`src/source/lsu_pkg.sv`:
```
//////////////////////////////////////////////////////////////////////
// shared widths, command encoding and payload structs of the LSU
// modules pull this in with a wildcard import in their body
//////////////////////////////////////////////////////////////////////

package lsu_pkg;

  // data and address width, one word
  localparam int xlen   = 32;
  // byte lanes per word
  localparam int nbytes = 4;
  // register file address width
  localparam int ralen  = 5;

  // command encoding
  // bit 3 write, bit 2 unsigned load, bit 1 word, bit 0 half
  typedef enum logic [3:0] {
    lsu_load_byte    = 4'b0000,
    lsu_load_half    = 4'b0001,
    lsu_load_word    = 4'b0010,
    lsu_load_byte_u  = 4'b0100,
    lsu_load_half_u  = 4'b0101,
    lsu_store_byte   = 4'b1000,
    lsu_store_half   = 4'b1001,
    lsu_store_word   = 4'b1010
  } lsu_cmd_e;

  // command as handed over by the core
  typedef struct packed {
    lsu_cmd_e          cmd;
    logic [xlen-1:0]   addr;
    logic [xlen-1:0]   data;
    logic [ralen-1:0]  regdest;
  } lsu_req_t;

  // request toward the data RAM, store data already in lane position
  typedef struct packed {
    logic [xlen-1:0]   addr;
    logic [xlen-1:0]   data;
    logic [nbytes-1:0] strobe;
    logic              write;
  } mem_req_t;

  // answer from the data RAM
  typedef struct packed {
    logic [xlen-1:0]   data;
    logic              error;
  } mem_rsp_t;

  // record kept for every request that went to memory
  // addr picks the load lane and is the reported error address
  typedef struct packed {
    lsu_cmd_e          cmd;
    logic [ralen-1:0]  regdest;
    logic [xlen-1:0]   addr;
  } inflight_t;

endpackage

```
`src/source/lsu_skid_buffer.sv`:
```
//////////////////////////////////////////////////////////////////////
// two-entry valid/ready skid buffer with registered output and
// registered input ready, payload type set per instance
//////////////////////////////////////////////////////////////////////
`timescale 1ns/1ps

module lsu_skid_buffer #(
  parameter type payload_t = logic [7:0]
) (
  input  logic     clk_i,
  input  logic     rstn_i,
  input  logic     in_valid_i,
  output logic     in_ready_o,
  input  payload_t in_data_i,
  output logic     out_valid_o,
  input  logic     out_ready_i,
  output payload_t out_data_o
);

  logic     out_valid_q, out_valid_d;
  logic     skid_valid_q, skid_valid_d;
  logic     in_ready_q;
  logic     in_fire, out_free;
  payload_t out_data_q, skid_data_q;

  assign in_fire  = in_valid_i && in_ready_q;
  // output register can take a new entry this cycle
  assign out_free = out_ready_i || !out_valid_q;

  always_comb begin
    out_valid_d  = out_valid_q;
    skid_valid_d = skid_valid_q;
    if (out_free) begin
      // skid entry drains first, otherwise input goes straight to output
      out_valid_d  = skid_valid_q || in_fire;
      skid_valid_d = 1'b0;
    end else if (in_fire) begin
      skid_valid_d = 1'b1;
    end
  end

  always_ff @(posedge clk_i) begin
    if (!rstn_i) begin
      out_valid_q  <= 1'b0;
      skid_valid_q <= 1'b0;
      in_ready_q   <= 1'b0;
    end else begin
      out_valid_q  <= out_valid_d;
      skid_valid_q <= skid_valid_d;
      // ready only while the skid entry is empty
      in_ready_q   <= !skid_valid_d;
    end
  end

  always_ff @(posedge clk_i) begin
    if (out_free) begin
      if (skid_valid_q) begin
        out_data_q <= skid_data_q;
      end else if (in_fire) begin
        out_data_q <= in_data_i;
      end
    end else if (in_fire) begin
      skid_data_q <= in_data_i;
    end
  end

  assign in_ready_o  = in_ready_q;
  assign out_valid_o = out_valid_q;
  assign out_data_o  = out_data_q;

  // a stalled output holds its payload until taken
  a_out_stable: assert property (@(posedge clk_i) disable iff (!rstn_i)
    (out_valid_o && !out_ready_i) |=> (out_valid_o && $stable(out_data_o)));

endmodule

```
`src/source/lsu_issue.sv`:
```
//////////////////////////////////////////////////////////////////////
// LSU input side: alignment check, request buffering, strobe and lane
// placement toward the data RAM, and the core stall during loads
//////////////////////////////////////////////////////////////////////
`timescale 1ns/1ps

module lsu_issue (
  input  logic                     clk_i,
  input  logic                     rstn_i,
  input  logic                     lsu_valid_i,
  output logic                     lsu_ready_o,
  input  lsu_pkg::lsu_req_t        lsu_req_i,
  output lsu_pkg::mem_req_t        mem_req_o,
  output logic                     mem_req_valid_o,
  input  logic                     mem_req_ready_i,
  output lsu_pkg::inflight_t       inflight_o,
  output logic                     inflight_valid_o,
  input  logic                     load_retired_i,
  output logic                     misaligned_load_o,
  output logic                     misaligned_store_o,
  output logic [lsu_pkg::xlen-1:0] misaligned_addr_o
);
  import lsu_pkg::*;

  typedef enum logic [1:0] {
    st_run,        // accepting commands
    st_load_wait,  // load outstanding, core stalled
    st_full        // request buffer full
  } state_e;

  state_e            state_q, state_d;
  logic              lsu_fire, aligned, is_write;
  logic              buf_in_ready, mem_fire;
  lsu_req_t          buf_req;
  logic [nbytes-1:0] base_strobe;
  logic              misaligned_load_q, misaligned_store_q;
  logic [xlen-1:0]   misaligned_addr_q;

  assign lsu_fire = lsu_valid_i && lsu_ready_o;
  assign is_write = lsu_req_i.cmd[3];

  // word needs addr[1:0] == 0, half needs an even address
  always_comb begin
    aligned = 1'b1;
    if (lsu_req_i.cmd[1]) begin
      aligned = (lsu_req_i.addr[1:0] == 2'b00);
    end else if (lsu_req_i.cmd[0]) begin
      aligned = !lsu_req_i.addr[0];
    end
  end

  //////////////////////////////////////////////////////////////////////
  // request buffer and memory side
  //////////////////////////////////////////////////////////////////////

  // misaligned commands are accepted but never enter the buffer
  lsu_skid_buffer #(
    .payload_t (lsu_pkg::lsu_req_t)
  ) i_req_buf (
    .clk_i       (clk_i),
    .rstn_i      (rstn_i),
    .in_valid_i  (lsu_fire && aligned),
    .in_ready_o  (buf_in_ready),
    .in_data_i   (lsu_req_i),
    .out_valid_o (mem_req_valid_o),
    .out_ready_i (mem_req_ready_i),
    .out_data_o  (buf_req)
  );

  always_comb begin
    // byte always, half adds lane 1, word adds lanes 2 and 3
    base_strobe      = {buf_req.cmd[1], buf_req.cmd[1], buf_req.cmd[1] | buf_req.cmd[0], 1'b1};
    mem_req_o.addr   = buf_req.addr;
    mem_req_o.data   = buf_req.data << {buf_req.addr[1:0], 3'b000};
    mem_req_o.strobe = base_strobe << buf_req.addr[1:0];
    mem_req_o.write  = buf_req.cmd[3];
  end

  // every request that fires leaves a record for the retire side
  assign mem_fire         = mem_req_valid_o && mem_req_ready_i;
  assign inflight_valid_o = mem_fire;

  always_comb begin
    inflight_o.cmd     = buf_req.cmd;
    inflight_o.regdest = buf_req.regdest;
    inflight_o.addr    = buf_req.addr;
  end

  //////////////////////////////////////////////////////////////////////
  // stall FSM
  //////////////////////////////////////////////////////////////////////

  always_comb begin
    state_d = state_q;
    case (state_q)
      st_run: begin
        if (lsu_fire && aligned && !is_write) begin
          state_d = st_load_wait;
        end else if (!buf_in_ready) begin
          state_d = st_full;
        end
      end
      st_load_wait: begin
        if (load_retired_i) begin
          state_d = st_run;
        end
      end
      st_full: begin
        if (buf_in_ready) begin
          state_d = st_run;
        end
      end
      default: state_d = st_run;
    endcase
  end

  always_ff @(posedge clk_i) begin
    if (!rstn_i) begin
      state_q <= st_run;
    end else begin
      state_q <= state_d;
    end
  end

  assign lsu_ready_o = (state_q == st_run) && buf_in_ready;

  // one-cycle misaligned pulse
  always_ff @(posedge clk_i) begin
    if (!rstn_i) begin
      misaligned_load_q  <= 1'b0;
      misaligned_store_q <= 1'b0;
    end else begin
      misaligned_load_q  <= lsu_fire && !aligned && !is_write;
      misaligned_store_q <= lsu_fire && !aligned && is_write;
    end
  end

  always_ff @(posedge clk_i) begin
    if (lsu_fire && !aligned) begin
      misaligned_addr_q <= lsu_req_i.addr;
    end
  end

  assign misaligned_load_o  = misaligned_load_q;
  assign misaligned_store_o = misaligned_store_q;
  assign misaligned_addr_o  = misaligned_addr_q;

  // no command gets in while a load is at the RAM port or retiring
  a_no_accept_in_wait: assert property (@(posedge clk_i) disable iff (!rstn_i)
    ((mem_req_valid_o && !mem_req_o.write) || load_retired_i) |-> !lsu_fire);

  // retire only reports loads that this side is waiting on
  a_retire_in_wait: assert property (@(posedge clk_i) disable iff (!rstn_i)
    load_retired_i |-> (state_q == st_load_wait));

endmodule

```
`config.mk`:
```
export PLATFORM = sky130hd
export DESIGN_NAME = lsu_issue
export DESIGN_NICKNAME = d
export VERILOG_FILES = /design/src/source/lsu_pkg.sv /design/src/source/lsu_skid_buffer.sv /design/src/source/lsu_issue.sv
export SDC_FILE = /design/constraint.sdc
export NUM_CORES = 1
export LEC_CHECK = 0
export BUFFER_PORTS_ARGS = -buffer_cell sky130_fd_sc_hd__buf_2
export CORE_MARGIN = 3
export CORE_UTILIZATION = 47
export CTS_CLUSTER_SIZE = 10
export DETAILED_ROUTE_END_ITERATION = 16
export GPL_TIMING_DRIVEN = 0
export PLACE_DENSITY_LB_ADDON = 0.3
export SYNTH_ARGS = -nofsm -noshare
export SYNTH_HDL_FRONTEND = slang
export SYNTH_HIERARCHICAL = 1
export SYNTH_SLANG_ARGS = --single-unit
```
`constraint.sdc`:
```
create_clock -name clk_i -period 4.7 [get_ports clk_i]
set_input_delay 0.47 -clock clk_i [delete_from_list [all_inputs] [get_ports clk_i]]
set_output_delay 0.47 -clock clk_i [all_outputs]
set_load 0.02 [all_outputs]
```
==> flow_metrics.env <==
export IMPL_status="complete, no violations"
export IMPL_die_x_um=133.3
export IMPL_seqCellArea_sq_mm=0.005485
export IMPL_cts_resized=0
export IMPL_hold_end="i_req_buf/skid_data_q[0]"
export IMPL_ir_worst_vdd_v=0.0002758
export IMPL_cts_setup_buffers=0
export IMPL_netlist_area_sq_mm=0.007620
export IMPL_portBuffers=224
export IMPL_numCtsBuffers=17
export IMPL_synth_fp_nets=490
export IMPL_dpl_hpwl_um=11640
export IMPL_rrSetupSlack_ps=2400
export IMPL_synth_async_reset_ratio_pct=0
export IMPL_synthCells=412
export IMPL_final_cell_area_sq_mm=0.009663
export IMPL_met2_usage_pct=28.92
export IMPL_cts_buffer_depth=2
export IMPL_tns_ps=0
export IMPL_fin_skew_ps=7.017
export IMPL_synthFlopType="edfxtp_1"
export IMPL_tightest_slew_ps=987.3
export IMPL_busiest_layer="met2"
export IMPL_vias=4402
export IMPL_worstHoldPathType="in -> reg"
export IMPL_regToRegEndpoint="i_req_buf/skid_data_q[12]"
export IMPL_hold_path_cell_count=1
export IMPL_synth_largest_area_cell="edfxtp_1"
export IMPL_io_pins=225
export IMPL_layout_common_cells="buf_2, edfxtp_1, mux2_4, buf_4, clkbuf_16"
export IMPL_drt_pass1_iter_count=4
export IMPL_grt_pass1_vias=4552
export IMPL_power_density_mw_per_mm2=342.3
export IMPL_clkLatencyLatePin_ps=420
export IMPL_hold_viol=0
export IMPL_rows=45
export IMPL_ys_top_cells_by_area="edfxtp_1, mux2_4, buf_4, mux2i_1, mux2_2"
export IMPL_htreeDepth=4
export IMPL_cts_root_buf="clkbuf_16"
export IMPL_drive_gt1_share_pct=57.36
export IMPL_cts_hold_buf=0
export IMPL_synthToLayoutAreaGrowth_pct=26.81
export IMPL_placed_cell_area_sq_mm=0.009138
export IMPL_grtUsageMet1_pct=21.60
export IMPL_antenna_found_initial=2
export IMPL_wire_per_inst_um=17.87
export IMPL_grt_ovfl_total=0
export IMPL_ys_warnings_count=6
export IMPL_timing_worst_setup_path_type="reg -> reg"
export IMPL_p_leak_nw=3.832
export IMPL_dp_cells=852
export IMPL_r2r_cells=6
export IMPL_worstSetupEndpointType="flip-flop"
export IMPL_setup_viol_count_final=0
export IMPL_dr_first_iter_drc_count=221
export IMPL_grt_pass1_wl_um=24070
export IMPL_cts_tree="yes"
export IMPL_coreArea_sq_mm=0.01554
export IMPL_cp_required_ps=4820
export IMPL_slew_viol_final=0
export IMPL_arrival_ps=2420
export IMPL_ant_nets=0
export IMPL_start_util_pct=49.03
export IMPL_num_nets_final=738
export IMPL_grtUsageTotal_pct=17.68
export IMPL_synthDistinctLibCells=32
export IMPL_cap_viol_max_count=0
export IMPL_ys_ff_latch=185
export IMPL_max_freq_mhz=434.5
export IMPL_use_met3_pct=6.193
export IMPL_grt_max_degree=30
export IMPL_multiInputGateArea_sq_mm=0.001742
export IMPL_die_area_sq_mm=0.01778
export IMPL_routed_via_density=4.980
export IMPL_place_congestion=0.9036
export IMPL_crit_reg2reg_launch="i_req_buf/in_ready_o"
export IMPL_seq_area_frac_synth_pct=71.99
export IMPL_fin_crit_ps=2301
export IMPL_clkTransAtPathRegs_ps=60
export IMPL_syn_area_per_cell_sq_um=18.49
export IMPL_rsz0062_at_grt="false"
export IMPL_hold_start="lsu_req_i[0]"
export IMPL_synth_edf_count=178
export IMPL_fp_dieH_um=133.3
export IMPL_slew_headroom_pct=33.97
export IMPL_num_antenna_cells=0
export IMPL_final_common_cell="buf_2"
export IMPL_drc_errors=0
export IMPL_cts_sinks=185
export IMPL_instances_no_fill=884
export IMPL_cp_start_kind="flip-flop"
export IMPL_fin_crit_sh_pct=48.96
export IMPL_n_fill_cell=1166
export IMPL_wl_um=15800
export IMPL_synth_top_cell_area_share_pct=70.15
export IMPL_cp_max_fo=26
-- state kept, by name, indices dropped and copies added, names as in the netlist --
name                    count
i_req_buf/out_valid_o       1
misaligned_load_o           1
i_req_buf/out_data_o       73
i_req_buf/skid_data_q      73
state_q                     2
i_req_buf/skid_valid_q      1
misaligned_store_o          1
i_req_buf/in_ready_o        1
misaligned_addr_o          32
-- area by class of cell --
type / instances / area share, %
Buffer: 50 / 4.247
Sequential cell: 185 / 56.77
Timing Repair Buffer: 229 / 12.72
Multi-Input combinational cell: 175 / 18.02
Clock buffer: 17 / 4.402
Inverter: 2 / 0.07769
Clock inverter: 15 / 1.036
Tap cell: 211 / 2.732
-- metal layers --
metal  up-vias  share of wire [%]
met5         -               0.17
met4         4                2.5
met3        33                8.0
met2       207                 48
met1      2126                 41
li1       2032                  -
-- worst max-delay path, stage by stage, from the launching register on --
cell,delay (ps)
dfxtp_1,430
nand4bb_4,150
nor2_1,160
nand2_1,110
nor2_4,630
buf_12,280
buf_12,210
-- stage by stage --
step	setup WS, ps	hold WS [ps]	utilization [%]	total power, mW
2_1_floorplan	262.3	447.0	-	1.986
3_3_place_gp	-1610	464.4	57.97	2.068
3_5_place_dp	1974	486.0	58.80	2.079
4_1_cts	2356	219.0	62.18	3.343
5_1_grt	2197	215.1	62.18	3.429
6_report	2399	240.5	62.18	3.307
-- power by group --
| group | internal (mW) | switching (mW) | total, mW |
|---|---|---|---|
| clock network | 0.673 | 0.593 | 1.27 |
| logic | 0.0968 | 0.103 | 0.200 |
| registers | 1.83 | 0.0106 | 1.84 |
-- cell usage after synthesis, types with 2 or more instances --
cell / number
a211oi_1: 9
a21oi_1: 11
and2_1: 9
buf_1: 2
buf_2: 3
buf_4: 34
buf_6: 10
dfxtp_1: 7
edfxtp_1: 178
inv_1: 2
mux2_2: 13
mux2_4: 60
mux2i_1: 16
nand2_1: 9
nand2b_1: 2
nor2_1: 14
nor2b_1: 9
nor3_1: 2
nor3b_1: 2
o21ai_1: 8
-- logic make-up after synthesis --
kind of cell / synth area share [%]
AOI/OAI and AO/OA: 2.627
buffers and inverters: 5.484
DFF: 71.99
muxes: 15.85
and+or+nand+nor: 4.056
-- how the worst max path moves through the flow --
stage / start / endpoint
floorplan: lsu_req_i[69] / i_req_buf/skid_data_q[0]
global placement: lsu_req_i[70] / i_req_buf/skid_data_q[35]
detailed placement: lsu_req_i[70] / i_req_buf/skid_data_q[59]
CTS: i_req_buf/in_ready_o / i_req_buf/skid_data_q[46]
global route: i_req_buf/in_ready_o / i_req_buf/skid_data_q[12]
finish: i_req_buf/in_ready_o / i_req_buf/skid_data_q[12]
(Power assumes the default switching activity.)
