**src/source/lsu_pkg.sv**
```systemverilog
//////////////////////////////////////////////////////////////////////
// shared widths, command encoding and payload structs of the LSU
// modules pull this in with a wildcard import in their body
//////////////////////////////////////////////////////////////////////

package lsu_pkg;

  // data and address width, one word
  localparam int xlen   = 32;
  // byte lanes per word
  localparam int nbytes = 4;
  // register file address width
  localparam int ralen  = 5;

  // command encoding
  // bit 3 write, bit 2 unsigned load, bit 1 word, bit 0 half
  typedef enum logic [3:0] {
    lsu_load_byte    = 4'b0000,
    lsu_load_half    = 4'b0001,
    lsu_load_word    = 4'b0010,
    lsu_load_byte_u  = 4'b0100,
    lsu_load_half_u  = 4'b0101,
    lsu_store_byte   = 4'b1000,
    lsu_store_half   = 4'b1001,
    lsu_store_word   = 4'b1010
  } lsu_cmd_e;

  // command as handed over by the core
  typedef struct packed {
    lsu_cmd_e          cmd;
    logic [xlen-1:0]   addr;
    logic [xlen-1:0]   data;
    logic [ralen-1:0]  regdest;
  } lsu_req_t;

  // request toward the data RAM, store data already in lane position
  typedef struct packed {
    logic [xlen-1:0]   addr;
    logic [xlen-1:0]   data;
    logic [nbytes-1:0] strobe;
    logic              write;
  } mem_req_t;

  // answer from the data RAM
  typedef struct packed {
    logic [xlen-1:0]   data;
    logic              error;
  } mem_rsp_t;

  // record kept for every request that went to memory
  // addr picks the load lane and is the reported error address
  typedef struct packed {
    lsu_cmd_e          cmd;
    logic [ralen-1:0]  regdest;
    logic [xlen-1:0]   addr;
  } inflight_t;

endpackage

```
**src/source/lsu_skid_buffer.sv**
```systemverilog
//////////////////////////////////////////////////////////////////////
// two-entry valid/ready skid buffer with registered output and
// registered input ready, payload type set per instance
//////////////////////////////////////////////////////////////////////
`timescale 1ns/1ps

module lsu_skid_buffer #(
  parameter type payload_t = logic [7:0]
) (
  input  logic     clk_i,
  input  logic     rstn_i,
  input  logic     in_valid_i,
  output logic     in_ready_o,
  input  payload_t in_data_i,
  output logic     out_valid_o,
  input  logic     out_ready_i,
  output payload_t out_data_o
);

  logic     out_valid_q, out_valid_d;
  logic     skid_valid_q, skid_valid_d;
  logic     in_ready_q;
  logic     in_fire, out_free;
  payload_t out_data_q, skid_data_q;

  assign in_fire  = in_valid_i && in_ready_q;
  // output register can take a new entry this cycle
  assign out_free = out_ready_i || !out_valid_q;

  always_comb begin
    out_valid_d  = out_valid_q;
    skid_valid_d = skid_valid_q;
    if (out_free) begin
      // skid entry drains first, otherwise input goes straight to output
      out_valid_d  = skid_valid_q || in_fire;
      skid_valid_d = 1'b0;
    end else if (in_fire) begin
      skid_valid_d = 1'b1;
    end
  end

  always_ff @(posedge clk_i) begin
    if (!rstn_i) begin
      out_valid_q  <= 1'b0;
      skid_valid_q <= 1'b0;
      in_ready_q   <= 1'b0;
    end else begin
      out_valid_q  <= out_valid_d;
      skid_valid_q <= skid_valid_d;
      // ready only while the skid entry is empty
      in_ready_q   <= !skid_valid_d;
    end
  end

  always_ff @(posedge clk_i) begin
    if (out_free) begin
      if (skid_valid_q) begin
        out_data_q <= skid_data_q;
      end else if (in_fire) begin
        out_data_q <= in_data_i;
      end
    end else if (in_fire) begin
      skid_data_q <= in_data_i;
    end
  end

  assign in_ready_o  = in_ready_q;
  assign out_valid_o = out_valid_q;
  assign out_data_o  = out_data_q;

  // a stalled output holds its payload until taken
  a_out_stable: assert property (@(posedge clk_i) disable iff (!rstn_i)
    (out_valid_o && !out_ready_i) |=> (out_valid_o && $stable(out_data_o)));

endmodule

```
**src/source/lsu_retire.sv**
```systemverilog
//////////////////////////////////////////////////////////////////////
// LSU output side: pairs RAM responses with in-flight records,
// extends load data for write-back and reports bus errors
//////////////////////////////////////////////////////////////////////
`timescale 1ns/1ps

module lsu_retire (
  input  logic                      clk_i,
  input  logic                      rstn_i,
  input  lsu_pkg::inflight_t        inflight_i,
  input  logic                      inflight_valid_i,
  output logic                      inflight_ready_o,
  input  lsu_pkg::mem_rsp_t         mem_rsp_i,
  input  logic                      mem_rsp_valid_i,
  output logic                      rf_wb_o,
  output logic [lsu_pkg::xlen-1:0]  rf_data_o,
  output logic [lsu_pkg::ralen-1:0] rf_dest_o,
  output logic                      load_retired_o,
  output logic                      bus_error_o,
  output logic [lsu_pkg::xlen-1:0]  bus_error_addr_o
);
  import lsu_pkg::*;

  inflight_t       rec, rec_q;
  logic            rec_valid;
  mem_rsp_t        rsp_q;
  logic            rsp_valid_q;
  logic            is_load;
  logic [xlen-1:0] lane_data;

  // lane data sits in the low bits, bit 2 of cmd selects zero extension
  function automatic logic [xlen-1:0] extend_load(input logic [xlen-1:0] d,
                                                  input lsu_cmd_e cmd);
    logic [xlen-1:0] ret;
    if (cmd[1]) begin
      ret = d;
    end else if (cmd[0]) begin
      ret = {{(xlen-16){d[15] & !cmd[2]}}, d[15:0]};
    end else begin
      ret = {{(xlen-8){d[7] & !cmd[2]}}, d[7:0]};
    end
    return ret;
  endfunction

  // oldest record pops together with its response
  lsu_skid_buffer #(
    .payload_t (lsu_pkg::inflight_t)
  ) i_inflight_buf (
    .clk_i       (clk_i),
    .rstn_i      (rstn_i),
    .in_valid_i  (inflight_valid_i),
    .in_ready_o  (inflight_ready_o),
    .in_data_i   (inflight_i),
    .out_valid_o (rec_valid),
    .out_ready_i (mem_rsp_valid_i),
    .out_data_o  (rec)
  );

  always_ff @(posedge clk_i) begin
    if (!rstn_i) begin
      rsp_valid_q <= 1'b0;
    end else begin
      rsp_valid_q <= mem_rsp_valid_i;
    end
  end

  // response and its record registered as one pair
  always_ff @(posedge clk_i) begin
    if (mem_rsp_valid_i) begin
      rsp_q <= mem_rsp_i;
      rec_q <= rec;
    end
  end

  assign is_load   = !rec_q.cmd[3];
  // shift the addressed byte lane down to bit 0
  assign lane_data = rsp_q.data >> {rec_q.addr[1:0], 3'b000};

  assign rf_data_o        = extend_load(lane_data, rec_q.cmd);
  assign rf_dest_o        = rec_q.regdest;
  assign rf_wb_o          = rsp_valid_q && is_load && !rsp_q.error;
  // error loads release the core as well
  assign load_retired_o   = rsp_valid_q && is_load;
  assign bus_error_o      = rsp_valid_q && rsp_q.error;
  assign bus_error_addr_o = rec_q.addr;

  // every RAM response has a record from the issue side waiting
  a_no_ghost_rsp: assert property (@(posedge clk_i) disable iff (!rstn_i)
    mem_rsp_valid_i |-> rec_valid);

endmodule

```
**config.mk**
```make
export PLATFORM = sky130hd
export DESIGN_NAME = lsu_retire
export DESIGN_NICKNAME = d
export VERILOG_FILES = /design/src/source/lsu_pkg.sv /design/src/source/lsu_skid_buffer.sv /design/src/source/lsu_retire.sv
export SDC_FILE = /design/constraint.sdc
export NUM_CORES = 1
export LEC_CHECK = 0
export ABC_AREA = 1
export BUFFER_PORTS_ARGS = -buffer_cell sky130_fd_sc_hd__buf_2
export CAP_MARGIN = 20
export CORE_ASPECT_RATIO = 1.1
export CORE_MARGIN = 4
export CORE_UTILIZATION = 25
export CTS_CLUSTER_DIAMETER = 50
export DETAILED_ROUTE_END_ITERATION = 8
export GPL_ROUTABILITY_DRIVEN = 0
export GPL_TIMING_DRIVEN = 0
export PLACE_DENSITY_LB_ADDON = 0.05
export SKIP_CTS_REPAIR_TIMING = 1
export SYNTH_ARGS = -nofsm -noshare
export SYNTH_HDL_FRONTEND = slang
export SYNTH_SLANG_ARGS = --single-unit
```
**constraint.sdc**
```tcl
create_clock -name clk_i -period 10.9 [get_ports clk_i]
set_clock_uncertainty 0.15 [all_clocks]
set_input_delay 1.635 -clock clk_i [delete_from_list [all_inputs] [get_ports clk_i]]
set_output_delay 1.635 -clock clk_i [all_outputs]
set_load 0.05 [all_outputs]
```
==> results.ini, run 1 <==
[worst_hold_path]
hold_class=flop to flop

[logic_synthesis]
ys_seq_area_share_pct=73.9
async_flop_share_pct=0
yosys.cell_types.count=20
synth_edf_count=156
ys_warn_count=0
syn_avg_cell_area_um2=12.4
ys.flop_type=edfxtp_1
syn_nets=600
synth.most_common_cell=nand2_1
ys_seq_elements=160
syn_inst=522
syn_area_um2=6450
yosysTopAreaCell=edfxtp_1
synth_top_area_share_pct=72.6
ys_top_cells_by_count=208 x nand2_1, 156 x edfxtp_1, 41 x buf_4, 41 x nand3_1, 16 x a21oi_1
synth.area.top_cells=edfxtp_1 73%, nand2_1 12%, buf_4 4.8%, nand3_1 3.2%, a21oi_1 1.2%

[global_route]
grt-ovfl-total=0
track_usage_pct=11.1
antenna_found_initial=4
grt_pass1_vias=4368
grt_max_degree=40
grt_pass1_wl_um=24100

[floorplanning]
placementRows=61
die_w_um=161
dieArea_um2=28400
initial_core_util_pct=25.4
core_um2=25300
ios=151
chipHeight_um=176

[clock_tree]
clock-sinks=160
cts_buffers=17
cts-root-buf=clkbuf_16
cts_tree=yes
clk_latency_ns=0.42
clk_pin_slew_ns=0.07
cts_max_path_buffers=2
htree_levels=4

[finish]
fill_cells=2695
fin_cells=1056
layout.nets=775
antenna_cells=0
drive_gt1_share_pct=34.9
syn2layout_area_growth_pct=28.9

[power_and_ir_drop]
power_leakage_nw=3.56
peakVddDrop_mv=0.0657
powerDensity_nw_per_um2=179

[timing]
setup_viol=0
fin_crit_ns=3.77
fmax_mhz=265
setup-tns-final_ns=0
maxSlewHeadroom_pct=45.9
hold_violations=0
maxSlewViolCount=0
worst_pin_slew_ns=0.807
finalCritPeriodShare_pct=34.6
rsz0062_at_grt=false

[outcome]
status=finished, final reports clean

[critical_path]
startpoint=bus_error_addr_o[0]
r2r_end=i_inflight_buf.skid_data_q[10]
arrival_ns=1.99
reg2reg_depth=4
worstSetupStartpointType=flop
crit_fanout=10
timing.critical_path.to=rf_data_o[11]
r2r_slack_ns=8.91
crit_required_ns=9.12
crit_type=flop to output pin
crit_path_end_kind=output pin
rr_startpoint=i_inflight_buf.in_ready_o

[drt]
num_vias=4191
drt_iter0_drc=147
antenna_left=0
avgRoutedWirePerCell_um=14.7
wl_um=15600
vias_per_cell=3.97
drt_first_pass_iters=4
drc=0

[place]
dp_cells=1024
io_buffers=150
dpl.hpwl_um=11000

[job]
maxCapViolations=0

==> kinds of logic after synthesis <==
logic type | count (synthesis) | synth area share [%]
AO/OA/AOI/OAI | 16 | 1.24
buffers and inverters | 75 | 7.49
AND/OR/NAND/NOR | 271 | 17.4
flip-flops | 160 | 73.9
==> placed cells by master, fill, tap and decap left out, drive strengths merged <==
cell / netlist / layout
clkbuf: 10 / 28
nand2: 210 / 210
edfxtp: 156 / 156
and2: 1 / 1
clkinv: 0 / 3
nor2: 13 / 13
dfxtp: 4 / 4
a21oi: 16 / 16
nand3: 44 / 44
nor3: 3 / 3
buf: 50 / 206
inv: 15 / 26
==> sequential cells by signal, indices dropped and copies added (netlist names) <==
register	count
i_inflight_buf.out_data_o	41
i_inflight_buf.skid_data_q	41
rsp_q	33
bus_error_addr_o	32
rf_dest_o	5
rec_q	4
i_inflight_buf.in_ready_o	1
i_inflight_buf.out_valid_o	1
i_inflight_buf.skid_valid_q	1
rsp_valid_q	1
==> through the flow <==
step / area, um^2 / hold WS [ns] / total power, mW / setup slack, ns / util, %
final: 8310 / 0.262 / 1.49 / 7.13 / 32.8
after global routing: 8310 / 0.275 / 1.55 / 6.96 / 32.8
after CTS: 8310 / 0.261 / 1.51 / 7.07 / 32.8
after detailed placement: 7720 / 0.255 / 0.905 / 6.87 / 30.5
after global placement: 7630 / 0.250 / 0.902 / 2.64 / 30.1
after floorplan: 6450 / 0.250 / 0.845 / 5.68 / -
==> final cells by class <==
type                    instances  area [um^2]  area share (%)
inverters                      15         61.3           0.738
repair buffers                156          838            10.1
plain buffers                  60          422            5.07
clock inverters                14          158            1.90
flip-flops and latches        160         4760            57.3
well taps                     346          433            5.21
multi-input cells             287         1210            14.5
clock buffers                  18          429            5.16
==> metal layers <==
layer / global-route usage [%] / up-vias / share of wire, %
met4: 3.84 / 8 / 1.2
met1: 13.0 / 1957 / 41
met5: 0 / - / 0.34
met2: 19.1 / 124 / 50
li1: - / 2083 / -
met3: 3.67 / 19 / 6.8
==> where the power goes <==
| part | switching, mW | leakage (nW) | internal (mW) | total (mW) |
|---|---|---|---|---|
| combinational | 0.123 | 1.76 | 0.0487 | 0.172 |
| clock | 0.287 | 0.289 | 0.310 | 0.597 |
| sequential | 0.0104 | 1.51 | 0.706 | 0.717 |
==> worst max-delay path: stages, from the launching register on <==
cell and delay, ns:
edfxtp_1 0.42, buf_6 0.16, inv_4 0.06, buf_6 0.15, buf_4 0.20, nand2_1 0.09, nand3_1 0.07, nand3_1 0.06
nand2_1 0.09, buf_2 0.26
==> how the worst min path moves through the flow <==
stage,slack [ns],start,end,depth (start not counted)
finish,0.26,i_inflight_buf.out_data_o[1],bus_error_addr_o[1],0
global route,0.27,i_inflight_buf.out_data_o[35],rf_dest_o[3],0
CTS,0.26,i_inflight_buf.out_data_o[1],bus_error_addr_o[1],0
detailed placement,0.25,i_inflight_buf.out_data_o[1],bus_error_addr_o[1],0
global placement,0.25,i_inflight_buf.out_data_o[26],bus_error_addr_o[26],0
floorplan,0.25,i_inflight_buf.out_data_o[0],bus_error_addr_o[0],0
(Power assumes the default switching activity.)
==> run 2, diff against run 1 <==
==> constraint.sdc (replaced) <==
create_clock -name clk_i -period 3.7 [get_ports clk_i]
set_clock_uncertainty 0.15 [all_clocks]
set_input_delay 0.555 -clock clk_i [delete_from_list [all_inputs] [get_ports clk_i]]
set_output_delay 0.555 -clock clk_i [all_outputs]
set_load 0.05 [all_outputs]
==> results.ini, run 2 (synthesized netlist as in run 1, its figures left out) <==
[drt]
antenna_left=0
drt_first_pass_iters=4
wl_um=15400
m1WireLength_um=6500
num_vias=4175
route.met2.wl_um=7520
wl_met3_um=1150
drc=0
avgRoutedWirePerCell_um=14.6
vias_per_cell=3.95
highest-signal-layer=met5
drt_iter0_drc=142

[finish]
fill_cells=2640
layout_common_cells=208 x nand2_1, 156 x edfxtp_1, 153 x buf_2, 42 x buf_4, 41 x nand3_1
fin_util_pct=33.0
fin_cells=1056
drive_gt1_share_pct=35.0
layout.nets=774
layout_commonest_cell=nand2_1
syn2layout_area_growth_pct=29.6

[power_and_ir_drop]
peakVddDrop_mv=0.231
p_comb_share_pct=11.4
p_total_mw=4.42
powerDensity_nw_per_um2=529
clkPwrFrac_pct=40.8
power_leakage_nw=3.57
switching_power_mw=1.22
p_int_mw=3.20
share_seq_of_total_power_pct=47.8
switching_share_pct=27.6

[worst_hold_path]
hold_end=rsp_q[31]
hold_start=mem_rsp_i[31]
hold_depth=1
hold_class=input port to flop

[critical_path]
crit_fanout=10
rr_startpoint=i_inflight_buf.skid_valid_q
arrival_ns=1.99
critPathBufInv=3
crit_path_end_kind=output pin
worst_path_dominant_cell_family=buffers and inverters
startpoint=bus_error_addr_o[1]
r2r_slack_ns=1.88
worstSetupStartpointType=flop
critical-path-max-stage-delay_ns=0.40
crit_slowest_cell=edfxtp_1
crit_type=flop to output pin
crit_chain=buf_4 > nor2_2 > buf_4 > nand3_1 > nand3_1 > buf_2
r2r_end=i_inflight_buf.out_data_o[5]
crit_required_ns=2.99
reg2reg_depth=6

[place]
io_buffers=150
dp_cells=1023
dpl.hpwl_um=11000

[clock_tree]
cts_tree=yes
cts-root-buf=clkbuf_16
cts_max_path_buffers=2
clk_latency_ns=0.42
clock-sinks=160
cts_buffers=17
htree_levels=4
clk_pin_slew_ns=0.07

[floorplanning]
initial_core_util_pct=25.4
placementRows=61
dieArea_um2=28400
core_um2=25300
chipHeight_um=176
ios=151
die_w_um=161

[global_route]
track_usage_pct=11.0
grt_pass1_wl_um=24200
antenna_found_initial=2
grt-ovfl-total=0
grt_max_degree=40
grt_pass1_vias=4504

[timing]
timing.hold.ws_ns=0.156
rsz0062_at_grt=false
finalCritPeriodShare_pct=72.9
maxSlewHeadroom_pct=61.7
setup-tns-final_ns=0
fin_crit_ns=2.70
fmax_mhz=371
setup_viol=0
maxSlewViolCount=0
hold_violations=0
worst_pin_slew_ns=0.574

[job]
maxCapViolations=0

[outcome]
status=finished, final reports clean

==> run 2: stage by stage <==
stage / setup slack, ns / area, um^2
CTS: 0.955 / 8350
floorplan: 0.709 / 6450
global placement: -1.34 / 7640
global route: 0.823 / 8350
finish: 1.00 / 8360
detailed placement: 1.21 / 7740
==> run 2: worst reg2reg max path: stages, from the launching register on <==
cell and delay [ns]:
dfxtp_1 0.31, clkbuf_1 0.25, a21oi_1 0.14, inv_1 0.08, nand2_1 0.06, inv_2 0.26
buf_12 0.27
==> run 2: worst max path at each step <==
stage / endpoint / slack [ns] / depth (start not counted)
after floorplan: i_inflight_buf.skid_data_q[0] / 0.71 / 2
after global placement: i_inflight_buf.skid_data_q[5] / -1.34 / 4
after detailed placement: i_inflight_buf.out_data_o[14] / 1.21 / 6
after CTS: rf_data_o[3] / 0.96 / 7
after global routing: rf_data_o[3] / 0.82 / 5
final: rf_data_o[29] / 1.00 / 6
==> run 2: area by class of cell <==
type | instances | area (um^2) | area share (%)
antenna | 1 | 2.50 | 0.0299
buffer | 60 | 422 | 5.05
clock buffer | 17 | 425 | 5.09
clock inverter | 15 | 184 | 2.20
inverter | 15 | 61.3 | 0.734
multi-input combinational | 287 | 1210 | 14.5
sequential | 160 | 4760 | 57.0
tap | 346 | 433 | 5.18
timing repair buffer | 155 | 851 | 10.2
==> run 2: power by group through the flow <==
| stage | Combinational, mW | Clock, mW | Sequential, mW |
|---|---|---|---|
| 2_1_floorplan | 0.343 | 0 | 2.14 |
| 3_3_place_gp | 0.500 | 0 | 2.15 |
| 3_5_place_dp | 0.512 | 0 | 2.15 |
| 4_1_cts | 0.514 | 1.89 | 2.11 |
| 5_1_grt | 0.548 | 1.96 | 2.12 |
| 6_report | 0.505 | 1.80 | 2.11 |
==> run 2: metal layers <==
metal | track usage (%) | up-vias
met5 | 0 | -
met4 | 3.38 | 4
met3 | 4.58 | 22
met2 | 18.8 | 115
met1 | 12.6 | 1950
li1 | - | 2084
